### src/source/gfx_pkg.sv
`default_nettype none

package gfx_pkg;

    // Signed fixed point, 13 fractional bits
    localparam int DATA_W = 24;
    localparam int FRAC_W = 13;
    localparam logic signed [DATA_W-1:0] FX_ONE = 1 << FRAC_W;

    // Full product, then two levels of pair sums
    localparam int PROD_W = 2 * DATA_W;
    localparam int ACC_W  = PROD_W + 2;

    localparam int ADDR_W  = 8;
    localparam int CNT_W   = 6;
    localparam int MUL_LAT = 4;

    // Matrix row-major from 0, x/y/z triples from 16
    localparam logic [ADDR_W-1:0] MAT_BASE = '0;
    localparam logic [ADDR_W-1:0] VTX_BASE = ADDR_W'(16);

    typedef enum logic [1:0] {
        SHADER_IDLE,
        SHADER_COMPUTING,
        SHADER_FINISHED
    } shader_state_t;

    typedef enum logic [1:0] {
        FETCH_IDLE,
        FETCH_REQUEST,
        FETCH_WAIT,
        FETCH_EMIT
    } fetch_state_t;

    typedef enum logic [1:0] {
        LOAD_IDLE,
        LOAD_READING,
        LOAD_PRESENT
    } load_state_t;

endpackage

`default_nettype wire

### src/source/mem_arbiter.sv
`timescale 1ns/1ps
`default_nettype none

module mem_arbiter (
    input  logic                       clk,
    input  logic                       rstn,

    input  logic                       i_load_req,
    input  logic [gfx_pkg::ADDR_W-1:0] i_load_addr,
    input  logic                       i_fetch_req,
    input  logic [gfx_pkg::ADDR_W-1:0] i_fetch_addr,

    output logic                       o_load_gnt,
    output logic                       o_fetch_gnt,
    output logic                       o_rd_en,
    output logic [gfx_pkg::ADDR_W-1:0] o_rd_addr,

    output logic                       o_load_rvalid,
    output logic                       o_fetch_rvalid
);

    logic rd_pending;
    logic owner_load;

    // Loader wins whenever it asks
    assign o_load_gnt  = i_load_req;
    assign o_fetch_gnt = i_fetch_req && !i_load_req;
    assign o_rd_en     = i_load_req || i_fetch_req;
    assign o_rd_addr   = i_load_req ? i_load_addr : i_fetch_addr;

    always_ff @(posedge clk) begin
        if (!rstn) begin
            rd_pending <= 1'b0;
            owner_load <= 1'b0;
        end else begin
            rd_pending <= o_rd_en;
            owner_load <= o_load_gnt;
        end
    end

    assign o_load_rvalid  = rd_pending && owner_load;
    assign o_fetch_rvalid = rd_pending && !owner_load;

    // A fetch that loses arbitration asks again for the same word
    a_fetch_addr_held: assert property (@(posedge clk) disable iff (!rstn)
        (i_fetch_req && !o_fetch_gnt) |=> $stable(i_fetch_addr));

endmodule

`default_nettype wire

### config.mk
export PLATFORM = sky130hd
export DESIGN_NAME = mem_arbiter
export DESIGN_NICKNAME = d
export VERILOG_FILES = /design/src/source/gfx_pkg.sv /design/src/source/mem_arbiter.sv
export SDC_FILE = /design/constraint.sdc
export NUM_CORES = 1
export LEC_CHECK = 0
export ABC_AREA = 0
export BUFFER_PORTS_ARGS = -buffer_cell sky130_fd_sc_hd__buf_2
export CAP_MARGIN = 20
export CORE_AREA = 8 8 45 47
export DETAILED_ROUTE_END_ITERATION = 16
export DIE_AREA = 0 0 53 55
export PLACE_DENSITY = 0.54
export REMOVE_ABC_BUFFERS = 1
export SETUP_SLACK_MARGIN = 0.5
export SLEW_MARGIN = 20
export SYNTH_ARGS = -nofsm -noshare
export SYNTH_HDL_FRONTEND = slang
export SYNTH_SLANG_ARGS = --single-unit
### constraint.sdc
create_clock -name clk -period 0.85 [get_ports clk]
set_input_delay 0.17 -clock clk [delete_from_list [all_inputs] [get_ports clk]]
set_output_delay 0.17 -clock clk [all_outputs]
set_load 0.02 [all_outputs]
# Yosys cells after proc, flatten, opt, wreduce, memory -nomap -nowiden
# Cells that the tools add are included.
# totals
register_bits	2
in_bits	20
output_inout_bits	13
wordCells	9
# op_classes
mux	1
n_reduce_logical	6
# op_table
op	count
$mux 8	1
$logic_and 1x1->1	3
$logic_not 1->1	2
$logic_or 1x1->1	1

# Longest topological paths before layout
# logic_depth
word_depth	2
mapped_depth	2
ltp_nobuf	1

# Worst setup path after synthesis
# OpenSTA, ideal clock, no wires.
# synth_path
path_kind	input to output
start	in i_load_req
end	out o_rd_addr[0] in the netlist's numbering
t_arrival_ns	0.627
slack_ns	0.053
path_stages	2
path_buffers	1
cell_sequence	buf_6 > mux2_4
# synth_via
elab_chain_cells	1
# synth_lines
item	line	rtl
start: declaration	mem_arbiter.sv:8	input logic i_load_req,
$mux 8	mem_arbiter.sv:29	assign o_rd_addr = i_load_req ? i_load_addr : i_fetch_addr;
end: declaration	mem_arbiter.sv:16	output logic [gfx_pkg::ADDR_W-1:0] o_rd_addr,
# No other way between the ends.

# Final worst setup path
# layout_path
start	reg owner_load
end	out o_load_rvalid
# layout_via
elab_chain_cells	1
# layout_lines
item	line	rtl
start: declaration	mem_arbiter.sv:23	logic owner_load;
start signal: assignment	mem_arbiter.sv:37	owner_load <= o_load_gnt;
$logic_and 1x1->1	mem_arbiter.sv:41	assign o_load_rvalid = rd_pending && owner_load;
end: declaration	mem_arbiter.sv:18	output logic o_load_rvalid,
# No other way between the ends.

==> results.ini <==
[setup_path]
path_cells=and2_4 > buf_6
critPathMaxStageDelay_ns=0.34
start_kind=flip-flop
crit_required_ns=0.68
cp.arrival_ns=0.82
critPathKind=flip-flop to output pin
worstPathMaxFanout=2
path_buf_inv=1
critPathSlowestCell=dfxtp_2
crit_family=flip-flops
cp-end-kind=output pin

[logic_synthesis]
synthArstFlopShare_pct=0
synth_area_leaders=mux2_4, dfxtp_1, mux2_2
netlist_top_cells_count=mux2_4, dfxtp_1, mux2_2
synth_top_flop_cell=dfxtp_1
synth.cell_area_sq_um=214
syn_area_per_cell_sq_um=11.9
synth_cells=18
ys_seq_area_share_pct=18.7
yosysUniqueCellTypes=11
yosys_register_bits=2
synth.largest_area_cell=mux2_4
netlist.area_leader.share_pct=42.1
synth_edf_count=0
yosysMostFrequentCell=mux2_4
yosysWarnings=0

[layout]
design_area_sq_um=581
drive_gt1_share_pct=96.4
final_util_pct=42.0
antennaDiodeCount=0
nets=77
syn2layout_area_growth_pct=171

[detailed_routing]
viasPerCell=4.01
dr.pass1.iters=2
routed_wl_microns=1110
postRouteAntennaNets=0
drc_errors=0
wl_per_cell_microns=15.6
num_vias=285
drt_iter0_drc=5

[clocking]
cts_made_buffers=3
cts_tree=built
root_buffer=clkbuf_4
cts_max_level=1
clockBufferDepth=2
cts.sinks=2
path_clk_slew_ns=0.03

[pwr]
power.density_mw_per_mm2=1110
p_int_w=0.000460
p_leak_nw=0.313
p_sw_share_pct=28.7
p_comb_share_pct=50.9
p_total_w=0.000645
p_seq_share_pct=16.5
irDropWorstVdd_mv=0.389
p_clk_share_pct=32.6
switchingPower_w=0.000185

[timing]
setup_viol=11
tns_ns=-0.581
rsz0062_at_grt=yes
fmax_ghz=1.01
min_period_ns=0.989
worst_pin_slew_ns=0.0803
fin_ws_ns=-0.139
fin_crit_sh_pct=116
hold_violations=0
relSlewSlack_pct=94.6
finalMaxSlewViolations=0

[floorplanning]
die_h_microns=55
io_pins=33
core-area_sq_mm=0.00138
initial_core_util_pct=15.5
die_w_microns=53
die-area_sq_mm=0.00292
fp-row-count=14

[global_route]
grt_pass1_vias=356
overflow=0
grt_max_degree=7
grt_pass1_wl_microns=1580
use_met2_pct=10.4
grt_use_met3_pct=6.68
grt_util_met1_pct=8.77
antenna_found_initial=0
grt_use_total_pct=7.91
busiest_layer=met2

[hold_path]
hold_path_class=primary input to flip-flop

[placed_design]
place.port_buffers=32
place_congestion=0.659
placed_area_sq_um=383

[status]
status=finished, violations left
violations=negative setup slack

[flow_run]
drv_cap=0

-- layout by cell type (no fill, tap or decap), types with 2 or more instances in the layout --
cell	netlist	routed
dfxtp_2	0	2
and2_4	0	2
clkbuf_4	0	3
buf_6	1	15
mux2_4	6	8
buf_2	0	18
-- power by group through the flow --
stage	sequential [W]	clock, W	combinational, W
5_1_grt	0.000107	0.000229	0.000346
3_5_place_dp	0.000103	0	0.000223
3_3_place_gp	0.000103	0	0.000222
2_1_floorplan	0.000103	0	0.000114
6_report	0.000106	0.000210	0.000328
4_1_cts	0.000104	0.000227	0.000311
-- sequential cells by signal, indices dropped and copies added, names as in the netlist --
register,cells
rd_pending,1
owner_load,1
-- path summary, 6_finish.rpt --
path       start             to  slack [ns]  cells after the start
max   owner_load  o_load_rvalid       -0.14                      2
min         rstn     rd_pending        0.17                      2
-- repair_timing --
item                       in CTS  in global routing
hold buffers                    0                  0
setup endpoints to repair      15                 15
gates resized for setup        36                  6
pin swaps                       2                  1
cloned                          1                  0
buffers inserted                1                  1
-- metrics by stage --
| stage | cells | hold WS, ns | worst slack, ns |
|---|---|---|---|
| after global placement | 65 | 0.396 | -0.245 |
| after detailed placement | 65 | 0.392 | -0.261 |
| after CTS | 70 | 0.160 | -0.133 |
| after global routing | 71 | 0.189 | -0.165 |
| final | 71 | 0.174 | -0.139 |
| after floorplan | 16 | 0.280 | 0.0545 |
-- per-layer routing --
metal  vias to the layer above  wire, microns
met4                         0              0
met2                        32            361
li1                        138              -
met5                         -              0
met3                         0            236
met1                       115            510
-- area by class of cell --
type	count	area, sq um
Clock buffer	3	22.5
Fill cell	134	803
Multi-Input combinational cell	14	174
Sequential cell	2	42.5
Tap cell	16	20.0
Timing Repair Buffer	36	322
-- logic make-up after synthesis --
family,share of synthesized area (%)
simple gates,16.4
mux,52.6
buf+inv,8.77
compound gates,3.51
flops,18.7
Note: power is estimated with default switching activity, not from simulation.
