## config.mk

```make
export PLATFORM = sky130hd
export DESIGN_NAME = matrix_loader
export DESIGN_NICKNAME = d
export VERILOG_FILES = /design/src/source/gfx_pkg.sv /design/src/source/matrix_loader.sv
export SDC_FILE = /design/constraint.sdc
export NUM_CORES = 1
export LEC_CHECK = 0
export BUFFER_PORTS_ARGS = -buffer_cell sky130_fd_sc_hd__buf_2
export CAP_MARGIN = 40
export CORE_ASPECT_RATIO = 1.5
export CORE_MARGIN = 3
export CORE_UTILIZATION = 45
export CTS_CLUSTER_SIZE = 8
export DETAILED_ROUTE_END_ITERATION = 16
export PLACE_DENSITY = 0.76
export SLEW_MARGIN = 20
export SYNTH_ARGS = -nofsm -noshare
export SYNTH_HDL_FRONTEND = slang
export SYNTH_SLANG_ARGS = --single-unit
```

## constraint.sdc

```tcl
create_clock -name clk -period 2.8 [get_ports clk]
set_clock_uncertainty 0.15 [all_clocks]
set_input_delay 0.56 -clock clk [delete_from_list [all_inputs] [get_ports clk]]
set_output_delay 0.56 -clock clk [all_outputs]
set_load 0.01 [all_outputs]
```

## src/source/gfx_pkg.sv

```systemverilog
`default_nettype none

package gfx_pkg;

    // Signed fixed point, 13 fractional bits
    localparam int DATA_W = 24;
    localparam int FRAC_W = 13;
    localparam logic signed [DATA_W-1:0] FX_ONE = 1 << FRAC_W;

    // Full product, then two levels of pair sums
    localparam int PROD_W = 2 * DATA_W;
    localparam int ACC_W  = PROD_W + 2;

    localparam int ADDR_W  = 8;
    localparam int CNT_W   = 6;
    localparam int MUL_LAT = 4;

    // Matrix row-major from 0, x/y/z triples from 16
    localparam logic [ADDR_W-1:0] MAT_BASE = '0;
    localparam logic [ADDR_W-1:0] VTX_BASE = ADDR_W'(16);

    typedef enum logic [1:0] {
        SHADER_IDLE,
        SHADER_COMPUTING,
        SHADER_FINISHED
    } shader_state_t;

    typedef enum logic [1:0] {
        FETCH_IDLE,
        FETCH_REQUEST,
        FETCH_WAIT,
        FETCH_EMIT
    } fetch_state_t;

    typedef enum logic [1:0] {
        LOAD_IDLE,
        LOAD_READING,
        LOAD_PRESENT
    } load_state_t;

endpackage

`default_nettype wire

```

## src/source/matrix_loader.sv

```systemverilog
`timescale 1ns/1ps
`default_nettype none

module matrix_loader (
    input  logic                              clk,
    input  logic                              rstn,
    input  logic                              i_start,

    output logic                              o_req,
    output logic [gfx_pkg::ADDR_W-1:0]        o_addr,
    input  logic                              i_gnt,
    input  logic                              i_rvalid,
    input  logic signed [gfx_pkg::DATA_W-1:0] i_rd_data,

    output logic signed [gfx_pkg::DATA_W-1:0] o_mvp [16],
    output logic                              o_mvp_dv
);

    gfx_pkg::load_state_t state;
    logic [3:0]           ret_cnt;

    // Matrix ends where the vertex region begins
    assign o_req    = (state == gfx_pkg::LOAD_READING) && (o_addr != gfx_pkg::VTX_BASE);
    assign o_mvp_dv = (state == gfx_pkg::LOAD_PRESENT);

    always_ff @(posedge clk) begin
        if (!rstn) begin
            state   <= gfx_pkg::LOAD_IDLE;
            o_addr  <= gfx_pkg::MAT_BASE;
            ret_cnt <= '0;
        end else begin
            case (state)
                gfx_pkg::LOAD_IDLE: begin
                    if (i_start) begin
                        state   <= gfx_pkg::LOAD_READING;
                        o_addr  <= gfx_pkg::MAT_BASE;
                        ret_cnt <= '0;
                    end
                end
                gfx_pkg::LOAD_READING: begin
                    if (i_gnt) begin
                        o_addr <= o_addr + 1'b1;
                    end
                    if (i_rvalid) begin
                        ret_cnt <= ret_cnt + 1'b1;
                        if (ret_cnt == 4'd15) begin
                            state <= gfx_pkg::LOAD_PRESENT;
                        end
                    end
                end
                default: begin
                    state <= gfx_pkg::LOAD_IDLE;
                end
            endcase
        end
    end

    always_ff @(posedge clk) begin
        if (i_rvalid) begin
            o_mvp[ret_cnt] <= i_rd_data;
        end
    end

endmodule

`default_nettype wire

```

==> After elaboration in Yosys (flattened, before gate mapping) <==
Index checks and enable logic that the tools add are counted.
{ "totals": {"reg_bits": 398, "out_inout_bits": 394} }
{ "op_classes": {"addsub": 2, "order_cmp": 2, "n_eq_ne": 8, "mux": 13, "bitwise_logic": 1, "reduce_logical": 7} }
{ "op_table": {"columns": ["cell", "n"], "rows": [
  ["$bwmux W384", 1],
  ["$demux W24 S4", 1],
  ["$mux W24", 1],
  ["$mux W8", 2],
  ["$pmux W8 S2", 1],
  ["$reduce_and A3 Y1", 3],
  ["$add A8 B1 Y8 const B", 1],
  ["$mux W4", 2],
  ["$ne A8 B5 Y1 const B", 1],
  ["$pmux W4 S2", 1],
  ["$mux W2", 3],
  ["$ne A2 B2 Y1 const B", 3],
  ["$ge A5 B5 Y1 const B", 1],
  ["$lt A5 B1 Y1 const B", 1],
  ["$not A4 Y5", 1],
  ["$add A4 B1 Y4 const B", 1],
  ["$eq A4 B4 Y1 const B", 1],
  ["$pmux W2 S2", 1],
  ["$eq A2 B1 Y1 const B", 1],
  ["$eq A2 B2 Y1 const B", 1],
  ["$logic_and A1 B1 Y1", 2],
  ["$logic_not A2 Y1", 1],
  ["$ne A2 B1 Y1 const B", 1],
  ["$reduce_bool A2 Y1", 1]
]} }

==> Logic depth before layout (Yosys ltp) <==
{ "depth": {"ltp_word": 6, "mapped_depth": 5, "ltp_nobuf": 5} }

==> Worst setup path after synthesis <==
Ideal clock, no wire load.
{ "synth_path": {"path_type": "input-to-reg", "start": "input port i_rvalid", "end": "register o_mvp[360] (netlist bit) (enable)", "t_arrival_ns": 2.318, "t_required_ns": 2.215, "setup_slack_ns": -0.103, "stages": 2, "path_cell_list": "nand2_1 > nor3_1"} }
{ "synth_lines": {"columns": ["item", "line_no", "rtl"], "rows": [
  ["from (decl)", "matrix_loader.sv:12", "input logic i_rvalid,"],
  ["to (signal, indexed assignment)", "matrix_loader.sv:60", "o_mvp[ret_cnt] <= i_rd_data;"],
  ["to (decl)", "matrix_loader.sv:15", "output logic signed [gfx_pkg::DATA_W-1:0] o_mvp [16],"]
]} }

==> Worst setup path in the final report <==
{ "layout_path": {"start": "register o_addr[1] (netlist bit)", "end": "output port o_req"} }
{ "layout_via": {"elab_chain_len": 2} }
{ "layout_rtl": {"columns": ["item", "line_no", "rtl"], "rows": [
  ["from (decl)", "matrix_loader.sv:10", "output logic [gfx_pkg::ADDR_W-1:0] o_addr,"],
  ["from (signal assigned)", "matrix_loader.sv:29", "o_addr <= gfx_pkg::MAT_BASE;"],
  ["from (signal assigned)", "matrix_loader.sv:36", "o_addr <= gfx_pkg::MAT_BASE;"],
  ["from (signal assigned)", "matrix_loader.sv:42", "o_addr <= o_addr + 1'b1;"],
  ["$ne A8 B5 Y1", "matrix_loader.sv:23", "assign o_req = (state == gfx_pkg::LOAD_READING) && (o_addr != gfx_pkg::VTX_BASE);"],
  ["$logic_and A1 B1 Y1", "matrix_loader.sv:23", null],
  ["to (decl)", "matrix_loader.sv:9", "output logic o_req,"]
]} }
Every way passes these cells.

==> summary.txt <==
Floorplanning
  – Row count: 73
  – Initial Util: 0.462
  – DIE WIDTH: 142 um
  – Core Box Area: 26900 um^2
  – Total I/O pin count: 423
  – Die extent in y: 209 um
  – Die Area: 29600 um^2

Place
  – Placed cells: 1266
  – GP Congestion: 0.833
  – IO Port Bufs: 422
  – DP HPWL: 22900 um

Clock network
  – CTS Hold Bufs: 0
  – Max Root-Sink Buffers: 3
  – Clock latency on the worst-skew pair: 0.54 ns
  – Total CTS buffers: 55
  – Clock transition at the registers of the reported paths: 0.05 ns
  – Clock tree from TritonCTS: done
  – Clock Sinks: 398
  – Htree depth: 2
  – Root Buffer: clkbuf_16

GRT
  – GR Util All Layers: 0.226
  – Number of global-route vias before repair: 6858
  – Initial antenna violation count: 1
  – First-pass GRT wire length: 48300 um
  – Total gr overflow: 0
  – Largest net degree at the start of global routing: 25

STA
  – Worst-margin pin slew: 0.900 ns
  – RSZ-0062 raised after global routing: true
  – Setup Viol. Count Final: 0
  – Final hold violation count: 0
  – Period minus WS final: 2.77 ns
  – Slew Viols, Final: 0
  – Period utilization: 0.991
  – FMAX: 0.360 GHz
  – Slew headroom: 0.382

Synthesis
  – Simple-gate share of the synthesized area: 0.0242
  – Number of synthesized register bits: 398
  – Largest family of logic cells by synthesized area: simple AND/OR/NAND/NOR gates
  – Ys async rst share: 0
  – Synthesized area: 12400 um^2
  – Ys Warns: 0
  – Syn nets: 528
  – Mapped Cells: 493
  – Adder-Cell Fraction of Synth Area: 0.00605
  – Mux cell area share after synthesis: 0.00161
  – Yosys cell types: 28
  – Top_reg_cell synth: edfxtp_1
  – Compound-gate portion of the synthesized area: 0.0118
  – Number of synthesized flops with an enable pin: 384
  – Syn_area_per_cell: 25.2 um^2
  – Xor/xnor share of the synthesized area: 0
  – Sequential area share after synthesis: 0.952

Hold path
  – Hold Crit Class: input pin to flip-flop

Drt
  – Drt total wl: 34900 um
  – Via/cell ratio: 5.17
  – Detail Route Antenna Nets: 0
  – Vias: 6957
  – DRC: 0
  – First-pass DRT Iterations: 4
  – DRT iter0 DRCs: 569
  – Routed WL per cell: 26.0 um

Critical path
  – Worst Setup End Kind: output port
  – CP arrival: 2.06 ns
  – Crit start category: flip-flop
  – Critical Path RT: 2.09 ns
  – CP Max Fanout: 5
  – Critical path class: flip-flop to output port

Pwr
  – Power Dens Cells: 749 nW/um^2
  – Lkg Pwr: 0.00633 uW
  – VDD IR max: 0.735 mV

Finish
  – Sequential cell area: 11800 um^2
  – Final non-filler cell total: 1345
  – N_diodes: 0
  – Final #Nets: 1022
  – # fillers: 1802
  – Area Growth Syn to Fin: 36.1%
  – Area of the multi-input gates: 708 um^2
  – Share of layout cells above drive strength 1: 0.521
  – Core Util, Final: 0.629

Status
  – Status: completed

Job
  – Max Cap Viol: 0
==> path summary, 6_finish.rpt <==
check              from         end  slack (ns)  cells after the start
min                rstn    state[1]        0.18                      2
max reg2reg  ret_cnt[2]  o_mvp[203]        0.58                      3
min reg2reg   o_addr[6]   o_addr[6]        0.37                      2
max           o_addr[1]       o_req        0.03                      6
==> worst max-delay path: stages, from the launching register on <==
cell and delay [ns]:
dfxtp_4 0.37, inv_4 0.06, ha_4 0.11, or4b_4 0.46, nor4b_4 0.28, nor3b_1 0.08, buf_2 0.16
==> layout make-up <==
| cell class | instances | share of cell area |
|---|---|---|
| Tap cell | 337 | 0.0250 |
| Inverter | 6 | 0.00163 |
| Sequential cell | 398 | 0.700 |
| Timing Repair Buffer | 443 | 0.142 |
| Clock buffer | 78 | 0.0897 |
| Multi-Input combinational cell | 83 | 0.0419 |
==> power by group <==
part	leakage, uW	internal (uW)	total, uW	switching (uW)
Combinational	0.00201	50.6	212	161
Sequential	0.00358	6580	6590	17.0
Clock	0.000733	3650	5850	2190
==> per-stage QoR <==
stage	hold WS, ns	worst slack [ns]	total power, uW	TNS [ns]	cell area (um^2)
floorplan	0.345	0.325	6750	0	12400
detailed placement	0.348	0.524	6910	0	15300
global route	0.174	-0.0421	13000	-0.0421	16900
CTS	0.158	0.0348	12700	0	16800
finish	0.184	0.0259	12700	0	16900
global placement	0.342	0.574	6910	0	15300
==> kinds of logic after synthesis <==
kind of cell,Yosys count
compound gates,26
fa+ha+maj,6
buf+inv,12
flops,398
mux,2
simple gates,49
==> synth_stat cells, drive strengths merged, types with 3 or more instances <==
cell type    n  area share
ha           6      0.0061
dfxtp       14       0.023
inv          6      0.0018
o21ai        8      0.0032
nor2        13      0.0039
nor3         4      0.0016
nand2b       4      0.0020
edfxtp     384        0.93
nand2        6      0.0018
clkbuf       4      0.0012
or4          5      0.0030
o31ai        5      0.0030
a21oi       12      0.0048
nand4b       6      0.0054
or3          3      0.0015
==> routing by layer <==
metal | vias up | track usage | share of wire
li1 | 2955 | - | -
met1 | 3486 | 0.283 | 0.36
met2 | 442 | 0.378 | 0.51
met3 | 72 | 0.0611 | 0.090
met4 | 2 | 0.0861 | 0.034
met5 | - | 0 | 0.00014
==> sequential cells by signal, summed over array words and instances, names as in the netlist <==
signal / cells
o_mvp: 384
ret_cnt: 4
o_addr: 8
state: 2
==> what timing repair did <==
action,4_1_cts,5_1_grt
setup endpoints to repair,1,1
resized for setup,2,11
buffers inserted,0,1
cloned,0,0
pin swaps,0,2
==> cell usage in the layout, fill, tap and decap left out, types with 2 or more instances in the layout <==
cell	instances
buf_2	422
buf_4	11
dfxtp_4	2
o21ai_0	7
clkbuf_1	20
inv_1	4
nand2_1	6
nor3_4	4
clkbuf_16	57
mux2i_1	2
inv_4	2
edfxtp_1	384
nand4_1	2
nand2b_1	4
dfxtp_1	12
nor2_4	12
o31ai_1	5
a21oi_1	12
or3_1	3
ha_1	5
or4_1	5
nand4b_1	5
buf_12	10
No activity file was read; power rests on OpenSTA's default activity.
