`src/source/gfx_pkg.sv`:
```
`default_nettype none

package gfx_pkg;

    // Signed fixed point, 13 fractional bits
    localparam int DATA_W = 24;
    localparam int FRAC_W = 13;
    localparam logic signed [DATA_W-1:0] FX_ONE = 1 << FRAC_W;

    // Full product, then two levels of pair sums
    localparam int PROD_W = 2 * DATA_W;
    localparam int ACC_W  = PROD_W + 2;

    localparam int ADDR_W  = 8;
    localparam int CNT_W   = 6;
    localparam int MUL_LAT = 4;

    // Matrix row-major from 0, x/y/z triples from 16
    localparam logic [ADDR_W-1:0] MAT_BASE = '0;
    localparam logic [ADDR_W-1:0] VTX_BASE = ADDR_W'(16);

    typedef enum logic [1:0] {
        SHADER_IDLE,
        SHADER_COMPUTING,
        SHADER_FINISHED
    } shader_state_t;

    typedef enum logic [1:0] {
        FETCH_IDLE,
        FETCH_REQUEST,
        FETCH_WAIT,
        FETCH_EMIT
    } fetch_state_t;

    typedef enum logic [1:0] {
        LOAD_IDLE,
        LOAD_READING,
        LOAD_PRESENT
    } load_state_t;

endpackage

`default_nettype wire

```
`src/source/vertex_fetch.sv`:
```
`timescale 1ns/1ps
`default_nettype none

module vertex_fetch (
    input  logic                              clk,
    input  logic                              rstn,
    input  logic                              i_start,
    input  logic [gfx_pkg::CNT_W-1:0]         i_vertex_count,
    input  logic                              i_ready,

    output logic                              o_req,
    output logic [gfx_pkg::ADDR_W-1:0]        o_addr,
    input  logic                              i_gnt,
    input  logic                              i_rvalid,
    input  logic signed [gfx_pkg::DATA_W-1:0] i_rd_data,

    output logic signed [gfx_pkg::DATA_W-1:0] o_x,
    output logic signed [gfx_pkg::DATA_W-1:0] o_y,
    output logic signed [gfx_pkg::DATA_W-1:0] o_z,
    output logic                              o_vertex_dv,
    output logic                              o_vertex_last
);

    gfx_pkg::fetch_state_t            state;
    logic [gfx_pkg::CNT_W-1:0]        left;
    logic [1:0]                       word_idx;
    logic signed [gfx_pkg::DATA_W-1:0] words [3];

    // One word outstanding at a time
    assign o_req         = (state == gfx_pkg::FETCH_REQUEST) && i_ready;
    assign o_vertex_dv   = (state == gfx_pkg::FETCH_EMIT) && i_ready;
    assign o_vertex_last = (state == gfx_pkg::FETCH_EMIT) && (left == 1);
    assign o_x = words[0];
    assign o_y = words[1];
    assign o_z = words[2];

    always_ff @(posedge clk) begin
        if (!rstn) begin
            state    <= gfx_pkg::FETCH_IDLE;
            left     <= '0;
            word_idx <= '0;
            o_addr   <= gfx_pkg::VTX_BASE;
        end else begin
            case (state)
                gfx_pkg::FETCH_IDLE: begin
                    if (i_start && i_vertex_count != '0) begin
                        state    <= gfx_pkg::FETCH_REQUEST;
                        left     <= i_vertex_count;
                        word_idx <= '0;
                        o_addr   <= gfx_pkg::VTX_BASE;
                    end
                end
                gfx_pkg::FETCH_REQUEST: begin
                    if (i_gnt) begin
                        o_addr <= o_addr + 1'b1;
                        state  <= gfx_pkg::FETCH_WAIT;
                    end
                end
                gfx_pkg::FETCH_WAIT: begin
                    if (i_rvalid) begin
                        if (word_idx == 2'd2) begin
                            word_idx <= '0;
                            state    <= gfx_pkg::FETCH_EMIT;
                        end else begin
                            word_idx <= word_idx + 1'b1;
                            state    <= gfx_pkg::FETCH_REQUEST;
                        end
                    end
                end
                default: begin
                    // Hold the vertex until the shader takes it
                    if (i_ready) begin
                        left <= left - 1'b1;
                        if (left == 1) begin
                            state <= gfx_pkg::FETCH_IDLE;
                        end else begin
                            state <= gfx_pkg::FETCH_REQUEST;
                        end
                    end
                end
            endcase
        end
    end

    always_ff @(posedge clk) begin
        if (i_rvalid) begin
            words[word_idx] <= i_rd_data;
        end
    end

    // Arbiter returns our word the cycle after the grant
    a_gnt_rvalid: assert property (@(posedge clk) disable iff (!rstn)
        i_gnt |=> i_rvalid);

endmodule

`default_nettype wire

```
`config.mk`:
```
export PLATFORM = sky130hd
export DESIGN_NAME = vertex_fetch
export DESIGN_NICKNAME = d
export VERILOG_FILES = /design/src/source/gfx_pkg.sv /design/src/source/vertex_fetch.sv
export SDC_FILE = /design/constraint.sdc
export NUM_CORES = 1
export LEC_CHECK = 0
export BUFFER_PORTS_ARGS = -buffer_cell sky130_fd_sc_hd__buf_2
export CAP_MARGIN = 20
export CORE_MARGIN = 3
export CORE_UTILIZATION = 29
export DETAILED_ROUTE_END_ITERATION = 8
export PLACE_DENSITY = 0.59
export SKIP_LAST_GASP = 1
export SLEW_MARGIN = 20
export SYNTH_ARGS = -nofsm -noshare
export SYNTH_HDL_FRONTEND = slang
export SYNTH_SLANG_ARGS = --single-unit
```
`constraint.sdc`:
```
create_clock -name clk -period 3.3 [get_ports clk]
set_input_delay 0 -clock clk [delete_from_list [all_inputs] [get_ports clk]]
set_output_delay 0 -clock clk [all_outputs]
set_load 0.02 [all_outputs]
```
; Word level (Yosys, flattened, before mapping)
; Memory sizes are Yosys's and may differ from the RTL's.
; Index checks and enable logic that the tools add are counted.
; W data, S select, Z words.
[word_totals]
reg_bits = 18
mem_bits_rw = 72
in_bits = 36
output_inout_bits = 83
wordCells = 51
mem_count = 1
[classes]
add_sub_neg = 3
eq_ne = 8
muxes = 19
bitwise_logic = 1
reduce_logical = 15
[memory_table]
columns = memory, words, width, read_ports, rd_clocked_by_memory_dff, write_ports, line
row1 = words, 3, 24, 3, 0, 1, vertex_fetch.sv:27  ; logic signed [gfx_pkg::DATA_W-1:0] words [3];
[ops]
columns = cell, count
row1 = $mux W2, 8
row2 = $mux W8, 2
row3 = $pmux W8 S2, 1
row4 = $mux W6, 2
row5 = $pmux W6 S2, 1
row6 = $reduce_and A3 Y1, 3
row7 = $add A8 B1 Y8 const B, 1
row8 = $eq A2 B2 Y1 const B, 3
row9 = $eq A6 B1 Y1 const B, 1
row10 = $ne A2 B2 Y1 const B, 3
row11 = $pmux W2 S3, 1
row12 = $reduce_bool A2 Y1, 3
row13 = $reduce_bool A6 Y1, 1
row14 = $sub A6 B1 Y6 const B, 1
row15 = $logic_and A1 B1 Y1, 4
row16 = $pmux W2 S2, 1
row17 = $reduce_and A4 Y1, 1
row18 = $reduce_bool A4 Y1, 1
row19 = $mux W1, 3
row20 = $add A2 B1 Y2 const B, 1
row21 = $eq A2 B1 Y1 const B, 1
row22 = $logic_not A2 Y1, 1
row23 = $reduce_or A2 Y1, 1
row24 = $not A1 Y1, 1

; Depth between registers and ports, before layout
; Gate-level depths: netlist (run 1).
[depth]
word_depth = 4
ltp_mapped = 7
mapped_depth_nobuf = 6

; Worst setup path before layout (run 1)
; No wires, ideal clock.
[synth_path]
path_type = reg-to-reg
startpoint = register word_idx[1]
endpoint = memory words[0][0] (netlist name) (enable)
setup_ps = 440
arrival_ps = 2155
required_ps = 2860
path_slack_ps = 704
stages_incl_launch_ff = 2
n_path_buf = 0
synth_period_minus_slack_ps = 2596
path_cell_list = dfxtp_1 nor3b_1
[synth_rtl]
columns = item, line
row1 = start: declaration, vertex_fetch.sv:26  ; logic [1:0] word_idx;
row2 = start signal: assignment, vertex_fetch.sv:65  ; word_idx <= word_idx + 1'b1;
row3 = end: declaration, vertex_fetch.sv:27
; Straight into the memory's write port.

; Worst setup path after layout (run 1)
[layout_path]
startpoint = register state[0]
endpoint = register o_addr[3] (netlist name)
[layout_between]
elab_chain_len = 3
elab_cells_between_ends = 7
cone_classes = 3 x eq/ne / 1 x mux / 3 x reduce/logical
[layout_lines]
columns = item, line
row1 = start: declaration, vertex_fetch.sv:24  ; gfx_pkg::fetch_state_t state;
row2 = start signal: assignment, vertex_fetch.sv:39  ; state <= gfx_pkg::FETCH_IDLE;
row3 = start signal: assignment, vertex_fetch.sv:47  ; state <= gfx_pkg::FETCH_REQUEST;
row4 = start signal: assignment, vertex_fetch.sv:56  ; state <= gfx_pkg::FETCH_WAIT;
row5 = $eq A2 B1 Y1 / $logic_not A2 Y1 (equally long branches), vertex_fetch.sv:44  ; case (state)
row6 = $ne A2 B2 Y1 (no source line) / $reduce_bool A2 Y1 (equally long branches), --
row7 = $reduce_and A3 Y1 (no source line), --
row8 = end signal: assignment, vertex_fetch.sv:42  ; o_addr <= gfx_pkg::VTX_BASE;
row9 = end signal: assignment, vertex_fetch.sv:50  ; o_addr <= gfx_pkg::VTX_BASE;
row10 = end signal: assignment, vertex_fetch.sv:55  ; o_addr <= o_addr + 1'b1;
row11 = end: declaration, vertex_fetch.sv:12  ; output logic [gfx_pkg::ADDR_W-1:0] o_addr,
; Parallel ways exist; a longest one is shown, timed or not.
; A chain may end at the register's enable or synchronous reset.

==> metrics, run 1 <==
Synth Area in Adders=between 2 and 3%; worst rel slew slack=50.8%; post-CTS setup buffers=0; final setup fails=0; # resized after CTS=0; status=finished, final reports clean; Final Util=~42%; # IOs=119; First-pass DRT Iterations=4; critical path arrival=between 2 and 3 ns; synthesized instance count=roughly 220; synthesis-to-finish area growth=38.4%; Post-synth EDFFs=72; htree depth=3; Post-CTS Hold Buffers=24; Synth warnings=0; Synth Flop Type=edfxtp_1; worst skew pair latency=about 0.33 ns; Antenna Nets Post-Route=0; core area=~11000 um^2; Layout Nets=approximately 420; top cells by count, synth=edfxtp_1, dfxtp_1, a21oi_1; Synth Area in Simple Gates=~10%; Post-DP Area=a little over 4000 um^2; first-pass GRT wire length=about 12000 um; CTS tree=built; Worst Setup End Kind=flip-flop; I/O Buffers=roughly 120; via/cell ratio=about 4.7; via count=2416; WS Path Type=reg -> reg; Total GRT Usage=roughly an eighth; average cell area after synthesis=15.2 um^2; mux contribution to synthesized area=between 1 and 1.5%; Startpoint Class=flip-flop; GRT overflow=0; compound-cell area share of the yosys netlist=a little under a tenth; RSZ-0062 raised after global routing=false; Slew Viols, Final=0; post-synthesis xor/xnor area fraction=0%; routed len/inst=15.2 um; main combinational cell family by area after synthesis=simple AND/OR/NAND/NOR gates; clk slew on worst S/H paths=roughly 0.070 ns; DP Wirelength=roughly 5500 um; Worst Path Required=~3.5 ns; top cell type's share of synthesized area=63.9%; Root Buffer=clkbuf_16; Max Freq=428 MHz; # DRC=0; Die ar.=13000 um^2; Die Y-Extent=about 110 um; Pleak=approximately 0.0019 uW; Max Cap Viol=0; Setup Skew=0.00658 ns; placed insts=477; final instance area=4680 um^2; total CTS buffers=9; largest net degree at the start of global routing=25; post-synth top area cell=edfxtp_1; Cell variety after synth=50; most frequent cell after synthesis=edfxtp_1; Post-Syn Area=3380 um^2; FFs w/ async S/R, synth=0%; CTS Buffer Depth=2; net count after synthesis=266; GPL Wtd Cong=approximately 0.81; # rows=38; pwr/cell area=between 600 and 700 nW/um^2; Synth area leaders=edfxtp_1, dfxtp_1, ha_1; worst-margin pin slew=~0.74 ns; minimum clock period after layout=~2.3 ns; hold crit path type=in -> reg; diodes inserted=0; final std cells w/o fill=517; Initial Utilization=a little over 30%; WHS=between 0.04 and 0.05 ns; Final Cycle Share=70.8%; initial DRC count=102; Crit Path Max Fanout=24; layout cell share with drive strength beyond 1=between 30% and 40%; Fin. Hold Viols=0; Max VDD drop=around 290 uV; DIE WIDTH=about 110 um; Yosys reg bits=90; number of global-route vias before repair=between 2000 and 2500; initial antenna violation count=0; Sink Count=90; post-detailed-routing wire length=slightly below 8000 um; Total Neg Setup Slack=0 ns; Seq/Total Area, Yosys=around three quarters
-- routing by layer --
metal | GRT usage (%) | routed length (um)
met5 | 0 | 0
met4 | 4.99 | 108
met3 | 2.49 | 625
met2 | 18.5 | 3510
met1 | 16.4 | 3600
-- metrics by stage --
stage	setup slack, ns	total power [uW]
5_1_grt	0.778	3150
3_3_place_gp	1.06	1990
6_report	0.963	2970
4_1_cts	0.976	3010
2_1_floorplan	0.704	1830
3_5_place_dp	0.993	2000
-- logic make-up after synthesis --
| kind of cell | after synthesis |
|---|---|
| flops | 90 |
| simple gates | 60 |
| compound gates | 44 |
| buf+inv | 16 |
| fa+ha+maj | 8 |
| mux | 4 |
-- worst paths after layout --
| kind | startpoint | end | slack, ns | cells after the start |
|---|---|---|---|---|
| min reg2reg | o_addr[7] | o_addr[7] | 0.48 | 1 |
| max | state[0] | o_addr[3] | 0.96 | 6 |
| min | i_rvalid | word_idx[0] | 0.05 | 3 |
| max reg2reg | state[0] | o_addr[3] | 0.96 | 6 |
-- registers in the layout, indices dropped and copies added, names as in the netlist --
signal    count
state         2
left          6
o_addr        8
word_idx      2
words        72
-- report_power, final --
group | internal, uW | switching, uW | leakage (uW)
Sequential | 1300 | 55.6 | 0.000812
Combinational | 256 | 380 | 0.000908
Clock | 524 | 447 | 0.000137
Total | 2080 | 883 | 0.00186
-- layout make-up --
cell class | count | area (um^2)
Sequential cell | 90 | 2520
Fill cell | 1051 | 6440
Tap cell | 140 | 175
Clock buffer | 9 | 225
Multi-Input combinational cell | 116 | 798
Inverter | 9 | 33.8
Clock inverter | 7 | 65.1
Timing Repair Buffer | 146 | 861
-- cells in the final DEF (no fill, tap or decap), types with 3 or more instances in the layout --
cell,count
nand3_1,4
o32ai_1,3
dfxtp_1,18
nor3_1,5
o21ai_0,3
nand2_1,10
ha_1,8
mux2i_1,3
o21ai_1,4
clkbuf_16,9
buf_2,118
buf_4,4
o311ai_1,4
dlygate4sd3_1,24
edfxtp_1,72
nand2b_1,3
o41ai_1,4
nor2_1,11
and2_1,3
a21oi_1,12
inv_1,8
-- critical path: stages (launching register included) --
cell	delay (ns)
dfxtp_1	0.37
inv_1	0.12
ha_1	0.65
or4b_4	0.57
o211ai_2	0.32
a21oi_1	0.08
o32ai_1	0.14
Power figures use the tool's default switching activity.
==> inputs of run 2 (changes only) <==
--- a/config.mk
+++ b/config.mk
@@ -10,7 +10,7 @@
 export CORE_MARGIN = 3
 export CORE_UTILIZATION = 29
 export DETAILED_ROUTE_END_ITERATION = 8
-export PLACE_DENSITY = 0.59
+export PLACE_DENSITY = 0.61
 export SKIP_LAST_GASP = 1
 export SLEW_MARGIN = 20
 export SYNTH_ARGS = -nofsm -noshare
==> constraint.sdc (replaced) <==
create_clock -name clk -period 2.11 [get_ports clk]
set_input_delay 0 -clock clk [delete_from_list [all_inputs] [get_ports clk]]
set_output_delay 0 -clock clk [all_outputs]
set_load 0.02 [all_outputs]
==> run 2 against run 1 <==
  * Sequential share of layout area is 0.73 points lower
  * Worst setup slack got worse by 0.80 ns
  * Combinational power up 65%
  * Wire length up 1.2%
  * Highest routed layer unchanged
  * Via count shrank 0.37%
  * Non-clock buffer count up 2
  * Cell area increased by 1.4%
==> metrics, run 2 (synthesis gave the netlist of run 1 again) <==
first-pass GRT wire length=12200 um (+1.3%); Setup Skew=0.0102 ns (+0.00365 ns); Final Util=42.7% (+0.60 points); Root Buffer=clkbuf_16; Fin. Hold Viols=0 (unchanged); Slew Viols, Final=0 (unchanged); Power Total=4890 uW (+65%); via count=2407 (-0.37%); DP Wirelength=5560 um (+0.88%); worst-margin pin slew=0.472 ns (-0.266 ns); largest net degree at the start of global routing=25 (unchanged); Antenna Nets Post-Route=0 (unchanged); initial DRC count=92 (-9.8%); DIE WIDTH=114 um (unchanged); Hold Path Sink=word_idx[0]; Max Freq=513 MHz (+20%); Total Neg Setup Slack=0 ns (unchanged); most flop-heavy register=words; Die ar.=13000 um^2 (unchanged); # IOs=119 (unchanged); GPL Wtd Cong=0.795 (-2.1%); I/O Buffers=118 (unchanged); Startpoint Class=flip-flop; # rows=38 (unchanged); Final Cycle Share=92.4% (+22 points); CTS tree=built; Multi-input gate area=812 um^2 (+1.7%); final setup fails=0 (unchanged); reg2reg end=left[1]; hold path depth=3 (unchanged); placed insts=479 (+0.42%); Crit Path Max Fanout=17 (-29%); Max Cap Viol=0 (unchanged); Reg2Reg Depth=8 (+2); total CTS buffers=9 (unchanged); initial antenna violation count=0 (unchanged); synthesis-to-finish area growth=40.4%; CTS Buffer Depth=2 (unchanged); WS Path Type=reg -> reg; GRT overflow=0 (unchanged); post-detailed-routing wire length=7940 um (+1.2%); most common library cell in the layout ignoring fill and taps=buf_2; Worst Setup End Kind=flip-flop; status=finished, final reports clean; fill cell count=1033 (-1.7%); Die Y-Extent=114 um (unchanged); Hold Crit Start=i_rvalid; Sink Count=90 (unchanged); clk slew on worst S/H paths=0.07 ns (about the same); Layout Nets=418 (+0.48%); R2R Setup Slk=0.16 ns (-0.80 ns); number of global-route vias before repair=2302 (-0.17%); worst skew pair latency=0.34 ns (about the same); RSZ-0062 raised after global routing=false; final std cells w/o fill=519 (+0.39%); htree depth=3 (unchanged); core area=11100 um^2 (unchanged); Pleak=0.00189 uW (+1.9%); Initial Utilization=30.4% (unchanged); critical path arrival=2.22 ns (-0.36 ns); biggest regs=words x72, o_addr x8, left x6; Worst Path Required=2.38 ns (-1.16 ns); Total GRT Usage=12.2% (+0.27 points); diodes inserted=0 (unchanged); routed len/inst=15.3 um (+0.83%); via/cell ratio=4.64 (-0.76%); hold crit path type=in -> reg; r2r startpoint=state[1]; minimum clock period after layout=1.95 ns (-0.387 ns); worst rel slew slack=68.3% (+18 points); WHS=0.0365 ns (-0.0127 ns); Reg area=2520 um^2 (about the same); Max VDD drop=538 uV (+83%); most frequent cells in the layout=buf_2, edfxtp_1, dlygate4sd3_1; layout cell share with drive strength beyond 1=39.3% (+1.1 points); First-pass DRT Iterations=4 (unchanged); pwr/cell area=1030 nW/um^2 (+63%); max reg flops=72 (unchanged); # DRC=0 (unchanged)
[run 2: power by group]
group	internal (uW)	leakage (uW)	switching, uW	total (uW)
Combinational	428	0.000921	622	1050
Sequential	2040	0.000813	92.6	2140
Clock	1050	0.000158	658	1710
Total	3520	0.00189	1370	4890
[run 2: worst max-delay path by stage]
| stage | from | to | slack (ns) |
|---|---|---|---|
| 6_report | state[1] | left[1] | 0.16 |
| 5_1_grt | state[1] | left[1] | 0.03 |
| 4_1_cts | state[0] | state[0] | 0.10 |
| 3_5_place_dp | state[0] | left[1] | 0.12 |
| 3_3_place_gp | state[0] | left[1] | 0.22 |
| 2_1_floorplan | word_idx[1] | words[0][0] | 0.35 |
[run 2: critical path, cell delays in order, from the launching register on]
cell and delay, ns:
dfxtp_1 0.42, inv_1 0.09, ha_1 0.29, buf_4 0.23, nand2b_1 0.12, nor3_2 0.05
buf_4 0.16, or3_1 0.35, a21oi_1 0.15
[run 2: timing repair]
| action | CTS | global route |
|---|---|---|
| setup buffers | 0 | 0 |
| endpoints found under the hold margin | 72 | 0 |
| setup endpoints to repair | 0 | 4 |
| gates resized for setup | 0 | 3 |
| hold buffers | 24 | 0 |
[run 2: through the flow]
| stage | area (um^2) | setup slack (ns) |
|---|---|---|
| 2_1_floorplan | 3390 | 0.354 |
| 3_3_place_gp | 4170 | 0.222 |
| 3_5_place_dp | 4170 | 0.118 |
| 4_1_cts | 4740 | 0.101 |
| 5_1_grt | 4750 | 0.0303 |
| 6_report | 4750 | 0.160 |
[run 2: final cells by class]
class / instances / share of cell area, %
clock buffers: 9 / 4.74
flip-flops and latches: 90 / 53.2
multi-input cells: 116 / 17.1
repair buffers: 148 / 18.5
well taps: 140 / 3.69
inverters: 9 / 0.712
clock inverters: 7 / 2.13
[run 2: per-layer routing]
metal,GRT usage [%],vias up,wire length [um]
met5,0,-,0
met4,4.28,0,47
met3,4.08,7,699
met2,20.3,109,3690
met1,15.0,1118,3500
li1,-,1173,-
